<file path="config.mk">
export PLATFORM = sky130hd
export DESIGN_NAME = mmiox_interface
export DESIGN_NICKNAME = d
export VERILOG_FILES = /design/src/design/mmiox_reg_pkg.sv /design/src/design/mmiox_core_pkg.sv /design/src/design/mmiox_fifo.sv /design/src/design/mmiox_clear_fsm.sv /design/src/design/mmiox_event_counter.sv /design/src/design/mmiox_apb_regs.sv /design/src/design/mmiox_interface.sv
export VERILOG_INCLUDE_DIRS = /design/src /design/src/include
export SDC_FILE = /design/constraint.sdc
export NUM_CORES = 1
export LEC_CHECK = 0
export BUFFER_PORTS_ARGS = -buffer_cell sky130_fd_sc_hd__clkbuf_2
export CAP_MARGIN = 20
export CORE_ASPECT_RATIO = 0.7
export CORE_UTILIZATION = 41
export DETAILED_ROUTE_END_ITERATION = 8
export PLACE_DENSITY = 0.61
export SETUP_SLACK_MARGIN = 0.3
export SYNTH_ARGS = -nofsm -noshare
export SYNTH_HDL_FRONTEND = slang
export SYNTH_SLANG_ARGS = --single-unit
</file>
<file path="constraint.sdc">
create_clock -name clk -period 4.1 [get_ports clk]
set_input_delay 0.205 -clock clk [delete_from_list [all_inputs] [get_ports clk]]
set_output_delay 0.205 -clock clk [all_outputs]
set_load 0.01 [all_outputs]
</file>
<file path="src/include/mmiox_params.svh">
/*
 * Bus widths, FIFO depth and the config reset value of the MMIO interface
 */

`ifndef MMIOX_PARAMS_SVH
`define MMIOX_PARAMS_SVH

// ******************************
// APB side
// ******************************
`define MMIOX_BW_APB_DATA 32
`define MMIOX_BW_OFFSET 8

// ******************************
// Core side words
// ******************************
`define MMIOX_BW_CONFIG 32
`define MMIOX_BW_STATUS 32
`define MMIOX_BW_INST 64
`define MMIOX_BW_DATA 32
`define MMIOX_BW_LOG 32

// Shared by all four queues
`define MMIOX_FIFO_DEPTH 4

// Value loaded into the config register by reset
`define MMIOX_CONFIG_DEFAULT 0

`endif

</file>
<file path="src/design/mmiox_reg_pkg.sv">
/*
 * Register map: APB word and offset types, register offsets, interrupt bits
 */

`include "mmiox_params.svh"

package mmiox_reg_pkg;

  typedef logic [`MMIOX_BW_APB_DATA-1:0] apb_word_t;
  typedef logic [`MMIOX_BW_OFFSET-1:0] reg_offset_t;

  // Byte offsets within the block
  localparam reg_offset_t REG_CONFIG      = 'h00;
  localparam reg_offset_t REG_STATUS      = 'h04;
  localparam reg_offset_t REG_CLEAR       = 'h08;
  localparam reg_offset_t REG_LOG_POP     = 'h0C;
  localparam reg_offset_t REG_INST_LO     = 'h10;
  localparam reg_offset_t REG_INST_HI     = 'h14;
  localparam reg_offset_t REG_INPUT_PUSH  = 'h18;
  localparam reg_offset_t REG_OUTPUT_POP  = 'h1C;
  localparam reg_offset_t REG_FIFO_LEVEL  = 'h20;
  localparam reg_offset_t REG_ITR_ENABLE  = 'h24;
  localparam reg_offset_t REG_ITR_PENDING = 'h28;
  localparam reg_offset_t REG_OP_COUNT    = 'h2C;

  // Interrupt bit positions in the enable and pending registers
  localparam int ITR_OP_DONE    = 0;
  localparam int ITR_CLEAR_DONE = 1;

endpackage

</file>
<file path="src/design/mmiox_core_pkg.sv">
/*
 * Core-side word types, FIFO level type and clear FSM states
 */

`include "mmiox_params.svh"

package mmiox_core_pkg;

  typedef logic [`MMIOX_BW_CONFIG-1:0] config_t;
  typedef logic [`MMIOX_BW_STATUS-1:0] status_t;
  typedef logic [`MMIOX_BW_INST-1:0] inst_t;
  typedef logic [`MMIOX_BW_DATA-1:0] data_t;
  typedef logic [`MMIOX_BW_LOG-1:0] log_t;

  // Holds 0 up to a full FIFO
  typedef logic [$clog2(`MMIOX_FIFO_DEPTH+1)-1:0] fifo_level_t;

  typedef enum logic [1:0] {
    CLR_IDLE,
    CLR_REQUEST,
    CLR_WAIT
  } clear_state_t;

endpackage

</file>
<file path="src/design/mmiox_fifo.sv">
/*
 * Synchronous show-ahead FIFO with flush and fill level
 */

`include "mmiox_params.svh"

module mmiox_fifo #(
  parameter int DEPTH = `MMIOX_FIFO_DEPTH,
  parameter int W = 32
) (
  input  logic clk,
  input  logic rst,
  input  logic flush,
  input  logic push,
  input  logic [W-1:0] wdata,
  input  logic pop,
  output logic [W-1:0] rdata,
  output logic full,
  output logic empty,
  output mmiox_core_pkg::fifo_level_t level
);
  import mmiox_core_pkg::*;

  localparam int AW = (DEPTH > 1) ? $clog2(DEPTH) : 1;

  logic [W-1:0] mem [DEPTH];
  logic [AW-1:0] wr_ptr;
  logic [AW-1:0] rd_ptr;
  fifo_level_t count;
  logic do_push;
  logic do_pop;

  function automatic logic [AW-1:0] next_ptr(input logic [AW-1:0] ptr);
    return (ptr == AW'(DEPTH - 1)) ? '0 : ptr + 1'b1;
  endfunction

  // Requests against a full or empty queue are dropped here
  assign do_push = push && !full;
  assign do_pop  = pop && !empty;

  always_ff @(posedge clk) begin
    if (rst || flush) begin
      wr_ptr <= '0;
      rd_ptr <= '0;
      count  <= '0;
    end else begin
      if (do_push) wr_ptr <= next_ptr(wr_ptr);
      if (do_pop) rd_ptr <= next_ptr(rd_ptr);
      count <= count + fifo_level_t'(do_push) - fifo_level_t'(do_pop);
    end
  end

  always_ff @(posedge clk) begin
    if (do_push) mem[wr_ptr] <= wdata;
  end

  assign rdata = mem[rd_ptr];
  assign full  = (count == fifo_level_t'(DEPTH));
  assign empty = (count == '0);
  assign level = count;

endmodule

</file>
<file path="src/design/mmiox_clear_fsm.sv">
/*
 * Clear sequencer: flushes all queues once, then holds the request to the
 * core until it reports completion
 */

module mmiox_clear_fsm (
  input  logic clk,
  input  logic rst,
  input  logic start,
  input  logic clear_finish,
  output logic clear_request,
  output logic flush,
  output logic busy,
  output logic clear_done
);
  import mmiox_core_pkg::*;

  clear_state_t state;
  clear_state_t state_next;

  always_comb begin
    state_next = state;
    case (state)
      CLR_IDLE: begin
        if (start) state_next = CLR_REQUEST;
      end
      // Spends a single cycle flushing the queues
      CLR_REQUEST: begin
        state_next = CLR_WAIT;
      end
      CLR_WAIT: begin
        if (clear_finish) state_next = CLR_IDLE;
      end
      default: begin
        state_next = CLR_IDLE;
      end
    endcase
  end

  always_ff @(posedge clk) begin
    if (rst) begin
      state <= CLR_IDLE;
    end else begin
      state <= state_next;
    end
  end

  assign flush         = (state == CLR_REQUEST);
  assign clear_request = (state == CLR_WAIT);
  assign busy          = (state != CLR_IDLE);

  // Pulses in the cycle the core first reports completion
  assign clear_done = (state == CLR_WAIT) && clear_finish;

endmodule

</file>
<file path="src/design/mmiox_event_counter.sv">
/*
 * Finished-operation counter, interrupt pending bits and irq output
 */

module mmiox_event_counter (
  input  logic clk,
  input  logic rst,
  input  logic operation_finish,
  input  logic clear_done,
  input  mmiox_reg_pkg::apb_word_t itr_enable,
  input  mmiox_reg_pkg::apb_word_t pending_clear,
  input  logic pending_clear_en,
  output mmiox_reg_pkg::apb_word_t pending,
  output mmiox_reg_pkg::apb_word_t op_count,
  output logic irq
);
  import mmiox_reg_pkg::*;

  apb_word_t set_bits;
  apb_word_t clr_mask;

  always_comb begin
    set_bits = '0;
    set_bits[ITR_OP_DONE] = operation_finish;
    set_bits[ITR_CLEAR_DONE] = clear_done;
  end

  assign clr_mask = pending_clear_en ? pending_clear : '0;

  always_ff @(posedge clk) begin
    if (rst) begin
      pending  <= '0;
      op_count <= '0;
    end else begin
      // A new event wins over a clear of the same bit
      pending  <= (pending & ~clr_mask) | set_bits;
      op_count <= op_count + apb_word_t'(operation_finish);
    end
  end

  assign irq = |(pending & itr_enable);

endmodule

</file>
<file path="src/design/mmiox_apb_regs.sv">
/*
 * APB slave: offset decode, config/enable/instruction-low registers,
 * read mux, error flag and FIFO push and pop strobes
 */

`include "mmiox_params.svh"

module mmiox_apb_regs (
  input  logic clk,
  input  logic rst,
  input  logic psel,
  input  logic penable,
  input  mmiox_reg_pkg::reg_offset_t paddr,
  input  logic pwrite,
  input  mmiox_reg_pkg::apb_word_t pwdata,
  output mmiox_reg_pkg::apb_word_t prdata,
  output logic pready,
  output logic pslverr,
  output mmiox_core_pkg::config_t core_config,
  output logic clear_start,
  output mmiox_reg_pkg::apb_word_t itr_enable,
  output mmiox_reg_pkg::apb_word_t pending_clear,
  output logic pending_clear_en,
  output logic inst_push,
  output mmiox_core_pkg::inst_t inst_wdata,
  output logic input_push,
  output mmiox_core_pkg::data_t input_wdata,
  output logic output_pop,
  output logic log_pop,
  input  mmiox_core_pkg::status_t core_status,
  input  logic clear_busy,
  input  mmiox_reg_pkg::apb_word_t pending,
  input  mmiox_reg_pkg::apb_word_t op_count,
  input  logic inst_full,
  input  logic input_full,
  input  logic output_empty,
  input  logic log_empty,
  input  mmiox_core_pkg::fifo_level_t inst_level,
  input  mmiox_core_pkg::fifo_level_t input_level,
  input  mmiox_core_pkg::fifo_level_t output_level,
  input  mmiox_core_pkg::fifo_level_t log_level,
  input  mmiox_core_pkg::data_t output_rdata,
  input  mmiox_core_pkg::log_t log_rdata
);
  import mmiox_reg_pkg::*;
  import mmiox_core_pkg::*;

  logic access;
  logic cfg_we;
  logic enable_we;
  logic inst_lo_we;
  apb_word_t inst_lo;

  // Every access ends in its first access-phase cycle
  assign access = psel && penable;
  assign pready = access;

  // ******************************
  // Decode and read mux
  // ******************************
  always_comb begin
    prdata = '0;
    pslverr = 1'b0;
    cfg_we = 1'b0;
    enable_we = 1'b0;
    inst_lo_we = 1'b0;
    clear_start = 1'b0;
    pending_clear_en = 1'b0;
    inst_push = 1'b0;
    input_push = 1'b0;
    output_pop = 1'b0;
    log_pop = 1'b0;
    if (access) begin
      case (paddr)
        REG_CONFIG: begin
          if (pwrite) cfg_we = 1'b1;
          else prdata = apb_word_t'(core_config);
        end
        REG_STATUS: begin
          if (!pwrite) prdata = apb_word_t'(core_status);
        end
        REG_CLEAR: begin
          if (!pwrite) prdata = apb_word_t'(clear_busy);
          else if (pwdata[0] && clear_busy) pslverr = 1'b1;
          else if (pwdata[0]) clear_start = 1'b1;
        end
        REG_LOG_POP: begin
          if (!pwrite && log_empty) pslverr = 1'b1;
          else if (!pwrite) begin
            prdata = apb_word_t'(log_rdata);
            log_pop = 1'b1;
          end
        end
        REG_INST_LO: begin
          if (pwrite) inst_lo_we = 1'b1;
        end
        // High half completes the instruction
        REG_INST_HI: begin
          if (pwrite && inst_full) pslverr = 1'b1;
          else if (pwrite) inst_push = 1'b1;
        end
        REG_INPUT_PUSH: begin
          if (pwrite && input_full) pslverr = 1'b1;
          else if (pwrite) input_push = 1'b1;
        end
        REG_OUTPUT_POP: begin
          if (!pwrite && output_empty) pslverr = 1'b1;
          else if (!pwrite) begin
            prdata = apb_word_t'(output_rdata);
            output_pop = 1'b1;
          end
        end
        REG_FIFO_LEVEL: begin
          if (!pwrite) begin
            prdata = {8'(log_level), 8'(output_level), 8'(input_level), 8'(inst_level)};
          end
        end
        REG_ITR_ENABLE: begin
          if (pwrite) enable_we = 1'b1;
          else prdata = itr_enable;
        end
        REG_ITR_PENDING: begin
          if (pwrite) pending_clear_en = 1'b1;
          else prdata = pending;
        end
        REG_OP_COUNT: begin
          if (!pwrite) prdata = op_count;
        end
        default: begin
          pslverr = 1'b1;
        end
      endcase
    end
  end

  // ******************************
  // Registers
  // ******************************
  always_ff @(posedge clk) begin
    if (rst) begin
      core_config <= config_t'(`MMIOX_CONFIG_DEFAULT);
      itr_enable  <= '0;
    end else begin
      if (cfg_we) core_config <= config_t'(pwdata);
      if (enable_we) itr_enable <= pwdata;
    end
  end

  always_ff @(posedge clk) begin
    if (inst_lo_we) inst_lo <= pwdata;
  end

  assign inst_wdata    = inst_t'({pwdata, inst_lo});
  assign input_wdata   = data_t'(pwdata);
  assign pending_clear = pwdata;

endmodule

</file>
<file path="src/design/mmiox_interface.sv">
/*
 * MMIO interface top: APB register file, clear FSM, event counter, four FIFOs
 */

`include "mmiox_params.svh"

module mmiox_interface (
  input  logic clk,
  input  logic rst,
  input  logic psel,
  input  logic penable,
  input  mmiox_reg_pkg::reg_offset_t paddr,
  input  logic pwrite,
  input  mmiox_reg_pkg::apb_word_t pwdata,
  output mmiox_reg_pkg::apb_word_t prdata,
  output logic pready,
  output logic pslverr,
  output logic irq,
  output mmiox_core_pkg::config_t core_config,
  input  mmiox_core_pkg::status_t core_status,
  output logic clear_request,
  input  logic clear_finish,
  output logic inst_rready,
  output mmiox_core_pkg::inst_t inst_rdata,
  input  logic inst_rrequest,
  output logic input_rready,
  output mmiox_core_pkg::data_t input_rdata,
  input  logic input_rrequest,
  output logic output_wready,
  input  logic output_wrequest,
  input  mmiox_core_pkg::data_t output_wdata,
  output logic log_wready,
  input  logic log_wrequest,
  input  mmiox_core_pkg::log_t log_wdata,
  input  logic operation_finish
);
  import mmiox_reg_pkg::*;
  import mmiox_core_pkg::*;

  logic clear_start;
  logic clear_busy;
  logic clear_done;
  logic flush;
  apb_word_t itr_enable;
  apb_word_t pending_clear;
  logic pending_clear_en;
  apb_word_t pending;
  apb_word_t op_count;

  logic inst_push;
  inst_t inst_wdata;
  logic inst_full;
  logic inst_empty;
  fifo_level_t inst_level;
  logic input_push;
  data_t input_wdata;
  logic input_full;
  logic input_empty;
  fifo_level_t input_level;
  logic output_pop;
  data_t output_rdata;
  logic output_full;
  logic output_empty;
  fifo_level_t output_level;
  logic log_pop;
  log_t log_rdata;
  logic log_full;
  logic log_empty;
  fifo_level_t log_level;

  // Core-side ready levels
  assign inst_rready   = !inst_empty;
  assign input_rready  = !input_empty;
  assign output_wready = !output_full;
  assign log_wready    = !log_full;

  mmiox_apb_regs apb_regs (
    .clk(clk), .rst(rst), .psel(psel), .penable(penable), .paddr(paddr),
    .pwrite(pwrite), .pwdata(pwdata), .prdata(prdata), .pready(pready),
    .pslverr(pslverr), .core_config(core_config), .clear_start(clear_start),
    .itr_enable(itr_enable), .pending_clear(pending_clear),
    .pending_clear_en(pending_clear_en), .inst_push(inst_push),
    .inst_wdata(inst_wdata), .input_push(input_push), .input_wdata(input_wdata),
    .output_pop(output_pop), .log_pop(log_pop), .core_status(core_status),
    .clear_busy(clear_busy), .pending(pending), .op_count(op_count),
    .inst_full(inst_full), .input_full(input_full), .output_empty(output_empty),
    .log_empty(log_empty), .inst_level(inst_level), .input_level(input_level),
    .output_level(output_level), .log_level(log_level),
    .output_rdata(output_rdata), .log_rdata(log_rdata)
  );

  mmiox_clear_fsm clear_fsm (
    .clk(clk), .rst(rst), .start(clear_start), .clear_finish(clear_finish),
    .clear_request(clear_request), .flush(flush), .busy(clear_busy),
    .clear_done(clear_done)
  );

  mmiox_event_counter event_counter (
    .clk(clk), .rst(rst), .operation_finish(operation_finish),
    .clear_done(clear_done), .itr_enable(itr_enable),
    .pending_clear(pending_clear), .pending_clear_en(pending_clear_en),
    .pending(pending), .op_count(op_count), .irq(irq)
  );

  // ******************************
  // Queues, processor to core
  // ******************************
  mmiox_fifo #(.DEPTH(`MMIOX_FIFO_DEPTH), .W(`MMIOX_BW_INST)) inst_fifo (
    .clk(clk), .rst(rst), .flush(flush), .push(inst_push), .wdata(inst_wdata),
    .pop(inst_rrequest), .rdata(inst_rdata), .full(inst_full),
    .empty(inst_empty), .level(inst_level)
  );

  mmiox_fifo #(.DEPTH(`MMIOX_FIFO_DEPTH), .W(`MMIOX_BW_DATA)) input_fifo (
    .clk(clk), .rst(rst), .flush(flush), .push(input_push), .wdata(input_wdata),
    .pop(input_rrequest), .rdata(input_rdata), .full(input_full),
    .empty(input_empty), .level(input_level)
  );

  // ******************************
  // Queues, core to processor
  // ******************************
  mmiox_fifo #(.DEPTH(`MMIOX_FIFO_DEPTH), .W(`MMIOX_BW_DATA)) output_fifo (
    .clk(clk), .rst(rst), .flush(flush), .push(output_wrequest),
    .wdata(output_wdata), .pop(output_pop), .rdata(output_rdata),
    .full(output_full), .empty(output_empty), .level(output_level)
  );

  mmiox_fifo #(.DEPTH(`MMIOX_FIFO_DEPTH), .W(`MMIOX_BW_LOG)) log_fifo (
    .clk(clk), .rst(rst), .flush(flush), .push(log_wrequest), .wdata(log_wdata),
    .pop(log_pop), .rdata(log_rdata), .full(log_full), .empty(log_empty),
    .level(log_level)
  );

endmodule

</file>
**Word-level counts from Yosys, hierarchy flattened**

Memories as Yosys holds them, arrays and structs flattened. A register that Yosys moved wholly into a read port is not among the register bits.
Cells that the tools add are included.

- Bits in read-only memories: 0
- Word-level logic and storage cells: 181
- Memories kept: 4
- Memory bits (writable): 640
- Bits in registers: 190
- Bits in latches: 0
- Input bits: 147
- Output and inout bits: 168

Memories:

| memory | words | bits a word | read ports | clocked after Yosys merged registers in | write ports | line | text |
|---|---|---|---|---|---|---|---|
| inst_fifo.mem | 4 | 64 | 1 | 1 | 1 | mmiox_fifo.sv:26 | `logic [W-1:0] mem [DEPTH];` |
| input_fifo.mem | 4 | 32 | 1 | 1 | 1 | mmiox_fifo.sv:26 |  |
| log_fifo.mem | 4 | 32 | 1 | 1 | 1 | mmiox_fifo.sv:26 |  |
| output_fifo.mem | 4 | 32 | 1 | 1 | 1 | mmiox_fifo.sv:26 |  |

- Eq/ne operators: 27
- Muxes and demuxes: 76
- Bitwise gates (word level): 4
- Shift operators: 0
- $lt $le $gt $ge: 0
- $add $sub $neg: 17
- Reductions and logical operators: 35
- Divide/modulo/power cells: 0
- Multipliers: 0

Operators with widths:

| cell | count |
|---|---|
| 2-to-1 mux 32 bit | 11 |
| one-hot mux 32 bit (9 select lines) | 1 |
| bitwise AND 32 bit | 2 |
| 2-to-1 mux 1 bit | 43 |
| 2-to-1 mux 2 bit | 18 |
| adder 32 x 1 -> 32 bit | 1 |
| equality test 8 x 5 -> 1 bit (second input constant) | 4 |
| equality test 8 x 6 -> 1 bit (second input constant) | 4 |
| NOT 32 bit | 1 |
| bitwise OR 32 x 2 -> 32 bit | 1 |
| OR reduction 32 bit | 1 |
| 2-to-1 mux 27 bit | 1 |
| equality test 2 bit (second input constant) | 9 |
| adder 2 x 1 -> 2 bit (second input constant) | 8 |
| equality test 8 x 4 -> 1 bit (second input constant) | 2 |
| logical AND 1 bit | 15 |
| adder 3 x 1 -> 3 bit | 4 |
| equality test 3 bit (second input constant) | 4 |
| zero test 3 bit | 4 |
| subtractor 3 x 1 -> 3 bit | 4 |
| zero test 1 bit | 9 |
| equality test 8 x 3 -> 1 bit (second input constant) | 1 |
| zero test 8 bit | 1 |
| OR reduction 7 bit | 1 |
| other kinds (9) | 9 |

**Longest topological paths before layout**

- Word-level depth: 8
- Gate-level depth with buffers: 12
- Mapped depth without buffers: 11

**By module**

From an unflattened synthesis, not the netlist that was laid out.

- Cells, all modules: 2121
- Area total of the unflattened synthesis: 34252.9 µm²

By module, submodules not included:

| module | cells each | instances | area each (µm²) |
|---|---|---|---|
| mmiox_fifo at input_fifo ... | 220 | 3 | 5098.6 |
| mmiox_fifo at inst_fifo | 388 | 1 | 9738.1 |
| mmiox_apb_regs | 760 | 1 | 6362.4 |
| mmiox_event_counter | 299 | 1 | 2747.6 |
| mmiox_clear_fsm | 10 | 1 | 93.8 |
| mmiox_interface | 4 | 1 | 15.0 |

**Least setup slack after synthesis**

Ideal clock, no wire load.

- Path type: input-to-reg
- Start point: input pwrite
- End point: memory inst_fifo.mem[1][0] (netlist name), enable pin
- Stages: 6
- Arrival time: 2.793 ns
- Library setup time: 0.429 ns
- Slack: 0.878 ns
- Buffers on the path: 2
- Path through: buf_2 > and3_1 > clkbuf_1 > nand2_1 > a211oi_2 > and2_1

- Word-level cells in the longest chain between the ends: 7

Ends and longest elaborated chain:

| what | line | text |
|---|---|---|
| start: declaration | mmiox_interface.sv:13 | `input logic pwrite,` |
| 2-to-1 mux 1 bit or logical AND 1 bit (tied branches) | mmiox_apb_regs.sv:100, mmiox_apb_regs.sv:99 |  |
| 2-to-1 mux 1 bit * | mmiox_apb_regs.sv:99 | `if (pwrite && inst_full) pslverr = 1'b1;` |
| 2-to-1 mux 1 bit * | mmiox_apb_regs.sv:74 | `case (paddr)` |
| 2-to-1 mux 1 bit * | mmiox_apb_regs.sv:73 | `if (access) begin` |
| logical AND 1 bit * | mmiox_fifo.sv:38 | `assign do_push = push && !full;` |
| net inst_fifo.do_push | mmiox_fifo.sv:30 | `logic do_push;` |
| 2-to-1 mux 1 bit * | mmiox_fifo.sv:54 | `if (do_push) mem[wr_ptr] <= wdata;` |
| 2-to-1 mux 1 bit (implied by the code) * | mmiox_fifo.sv:54 |  |
| end: declaration | mmiox_fifo.sv:26 |  |

The timed path passes the listed nets; every way through them passes the cells marked *.

==> flow_summary.yaml <==
yosys:
  synthTopCellsByCount: "672 x edfxtp_1, 185 x nand2_1, 166 x dfxtp_1, 160 x mux4_2, 121 x a21oi_1"
  synth_edf_count: 672
  synth_area_mm2: 0.0328
  synth_fp_nets: 2149
  synth_cell_types: 51
  yosysSeqAreaShare: 0.717
  syn-mean-instance-area_um2: 16.7
  synthArstFlopShare: 0
  synth_top_area_cell: "edfxtp_1"
  syn_inst: 1968
  synth-seq-cells: 838
  synth-main-ff-cell: "edfxtp_1"
  synth_top_area_share: 0.615
  synth_most_common_cell: "edfxtp_1"
  synthTopCellsByArea: "edfxtp_1 62%, mux4_2 11%, dfxtp_1 10%, nand2_1 2.1%, a21oi_1 1.8%"
  yosys_warnings: 0
floorplan:
  top_level_ports: 315
  rows: 86
  core-area_mm2: 0.0789
  die_area_mm2: 0.0811
  die_h_um: 239
  fp.dieW_um: 340
  start_util: 0.416
worst_setup_path:
  startpoint_type: "flip-flop"
  critPathMaxFanout: 29
  r2r_cells: 7
  worstPathArrival_ns: 3.17
  worst_setup_path_end_kind: "output pin"
  critPathKind: "flip-flop to output pin"
  cp.required_ns: 3.89
detailed_routing:
  dr.pass1.iters: 8
  vias: 19439
  wl_per_cell_um: 25.8
  drtIter0Drc: 2083
  vias_per_cell: 5.53
  ant_nets: 0
  routed_wl_um: 90600
  drc_errors: 0
timing:
  relSlewSlack: 0.218
  rsz0062_at_grt: "false"
  drv_slew: 0
  finClkSkew_ns: 0.0249
  final.setup.tns_ns: 0
  fin_crit_sh: 0.824
  worst_pin_slew_ns: 1.17
  setup_violations: 0
  max_freq_mhz: 296
  min_period_ns: 3.38
  finalHoldViolations: 0
  whs_ns: 0.0262
clock_tree:
  cts_resized: 0
  cts_tree: "done"
  cts_hold_buf: 84
  cts_buffers: 82
  clock-sinks: 838
  cts_root_buf: "clkbuf_16"
  cts.clk_slew.worst_paths_ns: 0.06
  cts_max_path_buffers: 3
  worstSkewPairLatency_ns: 0.65
  post-cts-setup-buffers: 0
  h-tree-depth: 3
layout:
  area_growth_syn_to_layout_pct: 19.3
  nFillCells: 6612
  multi_input_area_mm2: 0.00877
  fin_nets: 2571
  drive_above_1_share: 0.281
  regArea_mm2: 0.0235
power:
  vdd_drop_max_v: 0.000281
  leakage_uw: 0.0131
  cellPowerDensity_mw_per_mm2: 492
global_route:
  grt_max_degree: 112
  grt_first_pass_wirelength_um: 131000
  grt_usage: 0.223
  first_global_vias: 19244
  antenna_found_initial: 6
  grt_overflow: 0
placement:
  routabilityCongestion: 0.955
  dpl.hpwl_um: 63200
  port_buffers: 314
worst_hold_path:
  whs_path_depth: 4
  hold_path.class: "primary input to flip-flop"
job:
  drv_cap: 0
outcome:
  status: "complete, no violations"
cell families (layout without fill, tap and decap cells):
logic type / count (synthesis) / in the layout / share of synthesized area
DFF: 838 / 838 / 0.717
AOI/OAI and AO/OA: 265 / 265 / 0.0532
adders and majority gates: 34 / 34 / 0.0139
xor gates and xnor gates: 34 / 34 / 0.00908
muxes: 207 / 207 / 0.125
buffers and inverters: 139 / 623 / 0.0169
and+or+nand+nor: 451 / 451 / 0.0652
other: 0 / 5 / 0
power by group:
part           total [µW]  internal [µW]  switching [µW]
clock network        7230           4080            3150
logic                2240           1030            1220
registers            9770           9480             296
total               19200          14600            4660
placed cells by master, fill, tap and decap left out, types with 33 or more instances in the layout:
master           n
a21oi_1        121
a22oi_1         48
buf_4           41
clkbuf_16       83
clkbuf_2       316
dfxtp_1        160
dlygate4sd3_1   84
edfxtp_1       672
inv_1           33
mux4_2         160
nand2_1        185
nand2b_1        34
nor2_1         120
worst max-delay path, stage by stage (launching register included):
cell and delay [ns]:
dfxtp_2 0.38, buf_4 0.52, mux4_2 0.68, a222oi_1 0.30, nor2_1 0.09, o31a_1 0.38
clkbuf_2 0.16
registers in the layout, summed over array words and instances (netlist names), 32 cells and up, named ones only:
| signal | flops |
|---|---|
| input_fifo.mem | 128 |
| apb_regs.core_config | 32 |
| output_fifo.mem | 128 |
| inst_fifo.mem | 256 |
| event_counter.pending | 32 |
| apb_regs.itr_enable | 32 |
| log_fifo.mem | 128 |
| apb_regs.inst_lo | 32 |
| event_counter.op_count | 32 |
worst paths after layout:
check,from,endpoint,slack [ns]
max,flip-flop,prdata[22],0.72
min,inst_rrequest,flip-flop,0.03
max reg2reg,event_counter.op_count[0]$_SDFF_PP0_,event_counter.op_count[20]$_SDFF_PP0_,1.24
min reg2reg,event_counter.pending[16]$_SDFF_PP0_,event_counter.pending[16]$_SDFF_PP0_,0.46
layout make-up:
cell class / count / share of cell area
repair buffers: 444 / 0.0727
inverters: 33 / 0.00317
well taps: 1056 / 0.0338
diodes: 5 / 0.000320
multi-input cells: 991 / 0.224
clock buffers: 111 / 0.0569
clock inverters: 35 / 0.00806
flip-flops and latches: 838 / 0.601
through the flow:
stage	setup slack, ns	area [µm²]	instances	util	power (µW)
finish	0.722	39100	3513	0.496	19200
global route	0.536	39100	3512	0.496	19900
CTS	0.660	39100	3508	0.496	19400
detailed placement	1.04	35700	3278	0.453	12200
global placement	1.03	35700	3277	0.453	12100
floorplan	0.878	32800	1968	-	11100
metal layers:
layer	routed length [µm]	GRT usage
met5	12	0
met4	2210	0.0613
met3	6710	0.0522
met2	40900	0.331
met1	40700	0.327
(Power assumes the default switching activity.)
